<file path="config.mk">
export PLATFORM = sky130hd
export DESIGN_NAME = edge_detect_top
export DESIGN_NICKNAME = d
export VERILOG_FILES = /design/src/logic/img_pkg.sv /design/src/logic/sobel_pkg.sv /design/src/logic/binarizer.sv /design/src/logic/line_buffer.sv /design/src/logic/sobel.sv /design/src/logic/edge_detect_top.sv
export SDC_FILE = /design/constraint.sdc
export NUM_CORES = 1
export LEC_CHECK = 0
export BUFFER_PORTS_ARGS = -buffer_cell sky130_fd_sc_hd__clkbuf_2
export CORE_ASPECT_RATIO = 2
export CORE_MARGIN = 3
export CORE_UTILIZATION = 46
export DETAILED_ROUTE_END_ITERATION = 7
export SETUP_SLACK_MARGIN = 0.5
export SKIP_CTS_REPAIR_TIMING = 1
export SYNTH_ARGS = -nofsm -noshare
export SYNTH_HDL_FRONTEND = slang
export SYNTH_SLANG_ARGS = --single-unit
export TNS_END_PERCENT = 50
</file>
<file path="constraint.sdc">
create_clock -name clk -period 3.8 [get_ports clk]
set_clock_uncertainty 0.15 [all_clocks]
set_input_delay 0.38 -clock clk [delete_from_list [all_inputs] [get_ports clk]]
set_output_delay 0.38 -clock clk [all_outputs]
set_load 0.005 [all_outputs]
</file>
<file path="src/logic/img_pkg.sv">
`default_nettype none

package img_pkg;

    // frame geometry.
    localparam int IMG_W = 16;
    localparam int IMG_H = 8;

    // gray level width.
    localparam int GRAY_W = 8;

    // gray pixel beat from the source.
    typedef struct packed {
        logic              valid;
        logic              sop;
        logic              eop;
        logic [GRAY_W-1:0] data;
    } gray_beat_t;

    // one bit per pixel after thresholding, also used for edge results.
    typedef struct packed {
        logic valid;
        logic sop;
        logic eop;
        logic data;
    } bin_beat_t;

endpackage

`default_nettype wire

</file>
<file path="src/logic/sobel_pkg.sv">
`default_nettype none

package sobel_pkg;

    // wide enough for the weighted sums and their differences.
    localparam int GRAD_W = 8;

    // vertical three-pixel column, top is the oldest row.
    typedef struct packed {
        logic top;
        logic mid;
        logic bot;
    } sobel_col_t;

    // sobel input beat to output beat, in clock cycles.
    localparam int SOBEL_LAT = 4;

endpackage

`default_nettype wire

</file>
<file path="src/logic/binarizer.sv">
`timescale 1ns/10ps
`default_nettype none

module binarizer (
    input  logic                       clk,
    input  logic                       rst_n,
    input  logic [img_pkg::GRAY_W-1:0] threshold,
    input  img_pkg::gray_beat_t        gray,
    output img_pkg::bin_beat_t         bin
);

    always_ff @(posedge clk or negedge rst_n) begin
        if (!rst_n) begin
            bin <= '0;
        end else begin
            bin.valid <= gray.valid;
            bin.sop   <= gray.sop;
            bin.eop   <= gray.eop;
            // ties count as foreground.
            bin.data  <= (gray.data >= threshold);
        end
    end

    // frame markers only ride on real beats.
    assert property (@(posedge clk) disable iff (!rst_n)
        (gray.sop || gray.eop) |-> gray.valid)
        else $error("binarizer: sop/eop on an idle beat");

endmodule

`default_nettype wire

</file>
<file path="src/logic/line_buffer.sv">
`timescale 1ns/10ps
`default_nettype none

module line_buffer #(
    parameter int LINE_LEN = img_pkg::IMG_W
) (
    input  logic                  clk,
    input  logic                  rst_n,
    input  img_pkg::bin_beat_t    pix,
    output sobel_pkg::sobel_col_t column
);

    // one row of history each, index 0 is the newest bit.
    logic [LINE_LEN-1:0] line_mid;
    logic [LINE_LEN-1:0] line_top;

    always_ff @(posedge clk or negedge rst_n) begin
        if (!rst_n) begin
            line_mid <= '0;
            line_top <= '0;
            column   <= '0;
        end else if (pix.valid) begin
            line_mid[0] <= pix.data;
            line_top[0] <= line_mid[LINE_LEN-1];
            for (int i = 1; i < LINE_LEN; i++) begin
                line_mid[i] <= line_mid[i-1];
                line_top[i] <= line_top[i-1];
            end
            // the bits leaving each row are LINE_LEN and 2*LINE_LEN beats old.
            column.bot <= pix.data;
            column.mid <= line_mid[LINE_LEN-1];
            column.top <= line_top[LINE_LEN-1];
        end
    end

endmodule

`default_nettype wire

</file>
<file path="src/logic/sobel.sv">
`timescale 1ns/10ps
`default_nettype none

module sobel (
    input  logic                  clk,
    input  logic                  rst_n,
    input  img_pkg::bin_beat_t    pix,
    input  sobel_pkg::sobel_col_t column,
    output img_pkg::bin_beat_t    edge_beat
);

    import sobel_pkg::*;

    typedef struct packed {
        logic valid;
        logic sop;
        logic eop;
    } ctl_t;

    // stage controls, index 0 is the youngest.
    ctl_t [SOBEL_LAT-1:0] ctl;

    // previous two columns, win_b is the older one.
    sobel_col_t win_a;
    sobel_col_t win_b;

    logic [GRAD_W-1:0] l_old;
    logic [GRAD_W-1:0] l_new;
    logic [GRAD_W-1:0] t_sum;
    logic [GRAD_W-1:0] b_sum;
    logic [GRAD_W-1:0] gx;
    logic [GRAD_W-1:0] gy;
    logic [GRAD_W-1:0] mag;

    // 1-2-1 weighted sum of three samples.
    function automatic logic [GRAD_W-1:0] wsum(input logic a, input logic b, input logic c);
        return GRAD_W'(a) + GRAD_W'({b, 1'b0}) + GRAD_W'(c);
    endfunction

    function automatic logic [GRAD_W-1:0] absdiff(input logic [GRAD_W-1:0] a,
                                                  input logic [GRAD_W-1:0] b);
        return (a > b) ? (a - b) : (b - a);
    endfunction

    always_ff @(posedge clk or negedge rst_n) begin
        if (!rst_n) begin
            ctl <= '0;
        end else begin
            ctl <= {ctl[SOBEL_LAT-2:0], pix.valid, pix.sop, pix.eop};
        end
    end

    // stage one, moves with the line buffer so column is the newest pixel.
    always_ff @(posedge clk or negedge rst_n) begin
        if (!rst_n) begin
            win_a <= '0;
            win_b <= '0;
        end else if (pix.valid) begin
            win_a <= column;
            win_b <= win_a;
        end
    end

    // stages two to four.
    always_ff @(posedge clk) begin
        if (ctl[0].valid) begin
            l_old <= wsum(win_b.top, win_b.mid, win_b.bot);
            l_new <= wsum(column.top, column.mid, column.bot);
            t_sum <= wsum(win_b.top, win_a.top, column.top);
            b_sum <= wsum(win_b.bot, win_a.bot, column.bot);
        end
        if (ctl[1].valid) begin
            gx <= absdiff(l_old, l_new);
            gy <= absdiff(t_sum, b_sum);
        end
        if (ctl[2].valid) begin
            mag <= gx + gy;
        end
    end

    always_ff @(posedge clk or negedge rst_n) begin
        if (!rst_n) begin
            edge_beat <= '0;
        end else begin
            edge_beat.valid <= ctl[SOBEL_LAT-1].valid;
            edge_beat.sop   <= ctl[SOBEL_LAT-1].sop;
            edge_beat.eop   <= ctl[SOBEL_LAT-1].eop;
            if (ctl[SOBEL_LAT-1].valid) begin
                edge_beat.data <= |mag;
            end
        end
    end

    assert property (@(posedge clk) disable iff (!rst_n)
        edge_beat.sop |-> edge_beat.valid)
        else $error("sobel: output sop without valid");

    assert property (@(posedge clk) disable iff (!rst_n)
        edge_beat.eop |-> edge_beat.valid)
        else $error("sobel: output eop without valid");

    // accepted at edge c, shown after edge c+SOBEL_LAT, so seen one sample later.
    assert property (@(posedge clk) disable iff (!rst_n)
        pix.valid |-> ##(SOBEL_LAT + 1) edge_beat.valid)
        else $error("sobel: output beat missing");

    assert property (@(posedge clk) disable iff (!rst_n)
        edge_beat.valid |-> $past(pix.valid, SOBEL_LAT + 1))
        else $error("sobel: output beat without input");

endmodule

`default_nettype wire

</file>
<file path="src/logic/edge_detect_top.sv">
`timescale 1ns/10ps
`default_nettype none

module edge_detect_top (
    input  logic                       clk,
    input  logic                       rst_n,
    input  logic [img_pkg::GRAY_W-1:0] threshold,
    input  img_pkg::gray_beat_t        in,
    output img_pkg::bin_beat_t         out
);

    import img_pkg::*;
    import sobel_pkg::*;

    bin_beat_t  bin_beat;
    sobel_col_t column;

    binarizer u_binarizer (
        .clk       (clk),
        .rst_n     (rst_n),
        .threshold (threshold),
        .gray      (in),
        .bin       (bin_beat)
    );

    line_buffer u_line_buffer (
        .clk    (clk),
        .rst_n  (rst_n),
        .pix    (bin_beat),
        .column (column)
    );

    sobel u_sobel (
        .clk       (clk),
        .rst_n     (rst_n),
        .pix       (bin_beat),
        .column    (column),
        .edge_beat (out)
    );

endmodule

`default_nettype wire

</file>
==> out/results.txt, run 1 <==
Startpoint Class: flip-flop
final setup fails: 0
combinational fraction of design power: 0.200
synth unique cells: 29
Synth Area in XOR/XNOR: 0.006993
WL/cell: 14.76 um
Adder-Cell Fraction of Synth Area: 0.1578
Final Routed Wirelength: 5622 um
outcome: completed
root buffer cell: clkbuf_16
Antenna Cells: 0
dpl cells: 362
CP delay by family, top: adder cells
antenna-violating nets left: 0
GRT overflow: 0
Peak VDD IR: 361.8 uV
power consumption: 2.704 mW
Num CTS Buffers: 9
Worst setup EP type: flip-flop
Worst path slowest cell: fa_1
Hold Path Class: in2async
vias per cell: 5.131
IO Port Bufs: 24
RSZ-0062 raised after global routing: false
Reg2Reg Setup Slack: 1100 ps
sequential share of the synthesized area: 0.6061
DRC: 0
M1 wire length: 1938 um
total track usage: 0.1365
vias in the first global route: 2158
FF-to-FF End: u_sobel.gy[5]$_DFFE_PP_
Yosys top cell area share: 0.3663
htree depth: 3
final period utilization: 0.7116
Flop pwr share: 0.493
Mapped Nets: 308
global-route wire length before repair: 9708 um
Post-Synth Simple-Gate Area: 0.01865
initial antenna violation count: 0
FF-to-FF Start: u_sobel.b_sum[0]$_DFFE_PP_
Worst Tran Pin Value: 991.8 ps
Syn. warnings: 0
Pre-antenna DRT Iters: 4
fin. max-slew vios: 0
die area: 9354 um^2
synth top area cells: dfrtp_1 (37%), edfxtp_1 (24%), mux2_2 (11%)
clock period minus worst slack: 2704 ps
post-synthesis mux area share: 0.1299
max layer used: met4
MaxCap Viol Count: 0
area delta synth->final: 14.69%
largest family of logic cells by synthesized area: adder cells
DIE HEIGHT: 133.8 um
clock tree sinks: 85
initial core utilization: 0.4731
syn avg cell area: 15.34 um^2
layout cells sized above 1: 0.2807
CTS tree: yes
number of top-level pins: 25
CP max stage delay: 430 ps
register bit total from synthesis: 85
Iteration-0 DRC Markers: 65
DP Wirelength: 4342 um
NetSw: 0.7357 mW
crit-path most repeated cell: fa_1
crit-path cells: ha_1 -> fa_1 -> fa_1 -> a21oi_1 -> mux2_1 -> a221o_1 -> a31oi_1
WL met3: 169 um
Crit Path Category: reg2reg
Reg2Reg Depth: 7
hold_ws: 44.53 ps
Post-Synthesis Cells: 245
Worst Path Arrival: 2730 ps
achievable frequency: 369.8 MHz
final hold vios: 0
pwr dens: 627.4 nW/um^2
via count: 1955
Slew HR: 0.3388
WL met2: 3287 um
largest net degree at the start of global routing: 41
internal power: 1.968 mW
crit-path max FO: 3
filler instances: 685
post-route insts no fill: 381
WP data required: 3830 ps
global placer's final weighted congestion: 0.8214
Nets: 343
clock transition at the registers of the reported paths: 60 ps
P_leak: 2.029 nW
area of the mapped netlist: 3757 um^2
die width: 69.91 um
worst path bufs/invs: 0
switch share: 0.2721
complex-gate fraction of the synthesized area: 0.04862
site row count: 46
Synth area leader: dfrtp_1
clock share of power: 0.307
clock buffer depth: 2
core area: 7943 um^2
Setup TNS Final: 0 ps
Worst-Skew Late Latency: 340 ps
area by class of cell:
cell class,count,area [um^2],area share
inverters,26,97.59,0.02265
flip-flops and latches,85,2277,0.5285
clock inverters,7,63.81,0.01481
repair buffers,29,165.2,0.03833
well taps,96,120.1,0.02787
clock buffers,9,225.2,0.05226
multi-input cells,129,1360,0.3156
cell usage after synthesis:
| cell | n |
|---|---|
| nand2b_1 | 1 |
| buf_2 | 3 |
| fa_1 | 9 |
| mux2_1 | 1 |
| mux2i_1 | 6 |
| a41o_1 | 1 |
| a211o_1 | 1 |
| o21a_1 | 1 |
| o211ai_1 | 1 |
| a21oi_1 | 8 |
| nand3b_1 | 1 |
| nor2b_1 | 4 |
| mux2_2 | 37 |
| a31oi_2 | 1 |
| a211oi_1 | 2 |
| dfrtp_1 | 55 |
| inv_1 | 26 |
| a31oi_1 | 3 |
| o31ai_1 | 1 |
| a221o_1 | 1 |
| xnor2_1 | 3 |
| nor4_1 | 2 |
| a21o_1 | 4 |
| ha_1 | 33 |
| nand2_1 | 1 |
| nor2_1 | 4 |
| edfxtp_1 | 30 |
| clkbuf_1 | 2 |
| o21ai_0 | 3 |
metal layers:
layer / vias to the layer above / track usage
met5: - / 0
met4: 0 / 0.08635
met3: 16 / 0.03976
met2: 28 / 0.2497
met1: 974 / 0.1292
li1: 937 / -
cells in the final DEF (no fill, tap or decap), types with 3 or more instances in the layout:
cell	netlist	routed
inv_1	26	26
fa_1	9	9
mux2_2	37	37
a21o_1	4	4
clkbuf_2	0	24
nor2_1	4	4
a31oi_1	3	3
nor2b_1	4	4
o21ai_0	3	3
dlygate4sd3_1	0	3
dfrtp_1	55	55
ha_1	33	33
a21oi_1	8	8
clkbuf_16	0	9
edfxtp_1	30	30
mux2i_1	6	6
xnor2_1	3	3
state kept, by name, summed over array words and instances, names as in the netlist:
| signal | cells |
|---|---|
| u_line_buffer.line_mid | 16 |
| u_sobel.l_old | 3 |
| u_sobel.b_sum | 3 |
| u_line_buffer.line_top | 16 |
| u_sobel.ctl | 12 |
| u_sobel.mag | 8 |
| u_sobel.win_b | 1 |
| u_sobel.win_a | 1 |
| u_sobel.gx | 5 |
| u_sobel.t_sum | 3 |
| u_sobel.edge_beat | 4 |
| u_sobel.gy | 5 |
| u_sobel.l_new | 3 |
| u_line_buffer.column | 1 |
| u_binarizer.bin | 4 |
per-stage QoR:
stage	cell area [um^2]	setup WS, ps	utilization
floorplan	3757	1261	-
global route	4309	974.8	0.5425
global placement	3990	1214	0.5024
CTS	4279	1085	0.5388
finish	4309	1096	0.5425
detailed placement	3990	1114	0.5024
power groups by stage:
stage | clock [mW] | combinational [mW] | sequential [mW]
final | 0.829 | 0.541 | 1.33
after global routing | 0.896 | 0.624 | 1.36
after CTS | 0.861 | 0.554 | 1.34
after detailed placement | 0 | 0.550 | 1.36
after global placement | 0 | 0.527 | 1.35
after floorplan | 0 | 0.425 | 1.31
worst max path at each step:
stage	endpoint	startpoint	slack (ps)	cells past startpoint
global route	u_sobel.gy[5]$_DFFE_PP_	u_sobel.b_sum[0]$_DFFE_PP_	970	7
CTS	u_sobel.gy[5]$_DFFE_PP_	u_sobel.b_sum[0]$_DFFE_PP_	1090	7
finish	u_sobel.gy[5]$_DFFE_PP_	u_sobel.b_sum[0]$_DFFE_PP_	1100	7
global placement	u_sobel.gy[5]$_DFFE_PP_	u_sobel.b_sum[0]$_DFFE_PP_	1210	7
floorplan	u_sobel.gy[5]$_DFFE_PP_	u_sobel.b_sum[0]$_DFFE_PP_	1260	7
detailed placement	u_sobel.gy[5]$_DFFE_PP_	u_sobel.b_sum[0]$_DFFE_PP_	1110	7
cells by family (layout without fill, tap and decap cells):
kind of cell / count (synthesis) / count (layout)
DFF: 85 / 85
and+or+nand+nor: 13 / 13
AOI/OAI and AO/OA: 27 / 27
xor gates and xnor gates: 3 / 3
muxes: 44 / 44
buffers and inverters: 31 / 71
adders and majority gates: 42 / 42
No activity file was read; power rests on OpenSTA's default activity.
==> inputs of run 2 (changes only) <==
--- a/config.mk
+++ b/config.mk
@@ -5,11 +5,13 @@
 export SDC_FILE = /design/constraint.sdc
 export NUM_CORES = 1
 export LEC_CHECK = 0
+export ABC_AREA = 1
 export BUFFER_PORTS_ARGS = -buffer_cell sky130_fd_sc_hd__clkbuf_2
 export CORE_ASPECT_RATIO = 2
 export CORE_MARGIN = 3
 export CORE_UTILIZATION = 46
 export DETAILED_ROUTE_END_ITERATION = 7
+export PLACE_DENSITY = 0.66
 export SETUP_SLACK_MARGIN = 0.5
 export SKIP_CTS_REPAIR_TIMING = 1
 export SYNTH_ARGS = -nofsm -noshare
==> constraint.sdc (replaced) <==
create_clock -name clk -period 2.35 [get_ports clk]
set_clock_uncertainty 0.15 [all_clocks]
set_input_delay 0.235 -clock clk [delete_from_list [all_inputs] [get_ports clk]]
set_output_delay 0.235 -clock clk [all_outputs]
set_load 0.005 [all_outputs]
==> run 2 against run 1 <==
  * Critical path type unchanged
  * Global-route usage is 0.65 points higher
  * Largest cell class unchanged
  * Highest routed layer unchanged
  * Sequential share of layout area is 1.5 points lower
  * Clock power up 69%
==> out/results.txt, run 2 <==
largest net degree at the start of global routing: 56 (+37%)
final core area utilization: 0.5551 (+0.01252)
RSZ-0062 raised after global routing: true
final setup fails: 0 (unchanged)
clock transition at the registers of the reported paths: 60 ps (about the same)
clock period minus worst slack: 2043 ps (-661.4 ps)
sequential share of the synthesized area: 0.5934 (-0.01265)
Num CTS Buffers: 9 (unchanged)
Post-Synthesis Cells: 342 (+40%)
number of top-level pins: 25 (unchanged)
core area: 8000 um^2 (+0.72%)
register bit total from synthesis: 85 (unchanged)
clock tree sinks: 85 (unchanged)
crit-path cells: ha_1 -> fa_1 -> fa_1 -> o21ai_1
most frequent cell after synthesis: inv_1
dpl cells: 457 (+26%)
Hold Crit Depth: 5
Syn. warnings: 0 (unchanged)
most frequent cells in the layout: inv_1 (59), dfrtp_1 (54), nand2_1 (43)
Min-Delay Startpoint: in[7]
P_leak: 2.147 nW (+5.8%)
GRT overflow: 0 (unchanged)
final hold vios: 0 (unchanged)
Final Routed Wirelength: 6141 um (+9.2%)
achievable frequency: 489.6 MHz (+32%)
Antenna Cells: 0 (unchanged)
Worst Tran Pin Value: 512.0 ps (-479.8 ps)
htree depth: 3 (unchanged)
Hold Path Sink: u_binarizer.bin[0]$_DFF_PN0_
Worst-Skew Late Latency: 330 ps (about the same)
outcome: completed
commonest non-fill, non-tap cell in the layout: inv_1
Peak VDD IR: 592.7 uV (+64%)
Area after DPL: 4073 um^2 (+2.1%)
global placer's final weighted congestion: 0.7846 (-4.5%)
Reg2Reg Setup Slack: 310 ps (-790 ps)
Worst path slowest cell: fa_1
top_reg_cell synth: dfrtp_1
layout cells sized above 1: 0.1627 (-0.1180)
IO Port Bufs: 24 (unchanged)
global-route wire length before repair: 10310 um (+6.2%)
Setup TNS Final: 0 ps (unchanged)
CTS tree: yes
synth top area cells: dfrtp_1 (36%), edfxtp_1 (23%), ha_1 (11%)
power consumption: 4.254 mW (+57%)
Worst Path Arrival: 1980 ps (-750 ps)
area of the mapped netlist: 3837 um^2 (+2.1%)
Startpoint Class: flip-flop
area delta synth->final: 15.72%
Slew HR: 0.6587 (+0.3199)
WL/cell: 12.87 um (-13%)
final period utilization: 0.8691 (+0.1576)
synth unique cells: 21 (-28%)
Synth area leader: dfrtp_1
root buffer cell: clkbuf_16
fin. max-slew vios: 0 (unchanged)
via count: 2324 (+19%)
Design Area, Final: 4441 um^2 (+3.0%)
Iteration-0 DRC Markers: 81 (+25%)
DP Wirelength: 4535 um (+4.4%)
antenna-violating nets left: 0 (unchanged)
crit-path most repeated cell: fa_1
Crit Path Category: reg2reg
total track usage: 0.1430 (+0.006484)
fraction of registers with async set/reset: 0.6471 (unchanged)
WP data required: 2290 ps (-1540 ps)
DIE HEIGHT: 135.2 um (+1.0%)
FF-to-FF Start: u_sobel.t_sum[0]$_DFFE_PP_
die width: 70.59 um (+0.97%)
vias in the first global route: 2459 (+14%)
syn avg cell area: 11.22 um^2 (-27%)
MaxCap Viol Count: 0 (unchanged)
Reg2Reg Depth: 4 (-3)
Hold Path Class: in2reg
die area: 9541 um^2 (+2.0%)
CP max stage delay: 500 ps (+70 ps)
DRC: 0 (unchanged)
Mapped Nets: 405 (+31%)
worst path bufs/invs: 0 (unchanged)
vias per cell: 4.872 (-5.0%)
pwr dens: 958.0 nW/um^2 (+53%)
initial core utilization: 0.4797 (+0.006606)
Synth top cells by count: inv_1 (62), dfrtp_1 (55), nand2_1 (45)
Nets: 439 (+28%)
initial antenna violation count: 0 (unchanged)
crit-path max FO: 2 (-1)
site row count: 46 (unchanged)
FF-to-FF End: u_sobel.gy[2]$_DFFE_PP_
Pre-antenna DRT Iters: 4 (unchanged)
clock buffer depth: 2 (unchanged)
EDFF count, synth: 30 (unchanged)
Top Registers: u_line_buffer.line_mid x16, u_line_buffer.line_top x16, u_sobel.ctl x12
Yosys top cell area share: 0.3587 (-0.007644)
Worst setup EP type: flip-flop
post-route insts no fill: 477 (+25%)
CP delay by family, top: adder cells
run 2: cell types whose count changed after synthesis, sizes merged, moves of 16 or more:
cell and delta:
mux2 -37, o21ai +23, nand2 +44, inv +36, nor2 +29, a21oi +16
run 2: stage by stage:
stage / worst slack, ps / hold slack [ps]
5_1_grt: 249.2 / 194.7
4_1_cts: 268.7 / -261.8
6_report: 307.5 / 178.7
2_1_floorplan: 371.4 / -210.6
3_3_place_gp: 335.9 / 97.51
3_5_place_dp: 280.6 / 98.36
run 2: per-layer routing:
| layer | part of all wire | global-route usage | up-vias |
|---|---|---|---|
| met5 | 0 | 0 | - |
| met4 | 0.048 | 0.1036 | 0 |
| met3 | 0.024 | 0.03492 | 17 |
| met2 | 0.60 | 0.2771 | 27 |
| met1 | 0.33 | 0.1190 | 1123 |
| li1 | - | - | 1157 |
run 2: layout make-up:
cell class	count	area, um^2
Clock inverter	5	40.04
Clock buffer	11	264.0
Inverter	62	232.7
Fill cell	681	3560
Multi-Input combinational cell	186	1303
Sequential cell	85	2278
Timing Repair Buffer	32	202.7
Tap cell	96	120.1
run 2: worst max-delay path by stage:
stage / startpoint / end / slack, ps / cells after the start
after floorplan: u_sobel.l_new[0]$_DFFE_PP_ / u_sobel.gx[1]$_DFFE_PP_ / 370 / 7
after global placement: u_sobel.b_sum[0]$_DFFE_PP_ / u_sobel.gy[2]$_DFFE_PP_ / 340 / 7
after detailed placement: u_sobel.t_sum[0]$_DFFE_PP_ / u_sobel.gy[1]$_DFFE_PP_ / 280 / 8
after CTS: u_sobel.t_sum[0]$_DFFE_PP_ / u_sobel.gy[1]$_DFFE_PP_ / 270 / 8
after global routing: u_sobel.t_sum[0]$_DFFE_PP_ / u_sobel.gy[5]$_DFFE_PP_ / 250 / 8
final: u_sobel.t_sum[0]$_DFFE_PP_ / u_sobel.gy[2]$_DFFE_PP_ / 310 / 4
run 2: cells by family after synthesis:
kind of cell | after synthesis | synth area share
multiplexers | 1 | 0.003911
flip-flops | 85 | 0.5934
AND/OR/NAND/NOR | 86 | 0.08836
XOR/XNOR | 4 | 0.009131
AO/OA/AOI/OAI | 53 | 0.07206
buffers and inverters | 71 | 0.07858
adder cells (fa/ha/maj) | 42 | 0.1545
run 2: power by group:
| part | internal (mW) | leakage, nW | switching (mW) |
|---|---|---|---|
| combinational | 0.380 | 1.06 | 0.479 |
| sequential | 1.86 | 0.940 | 0.139 |
| clock | 0.818 | 0.147 | 0.579 |
run 2: worst reg2reg max path, stage by stage (launching register included):
cell and delay [ps]:
edfxtp_1 410, ha_1 250, fa_1 430, fa_1 500, o21ai_1 60
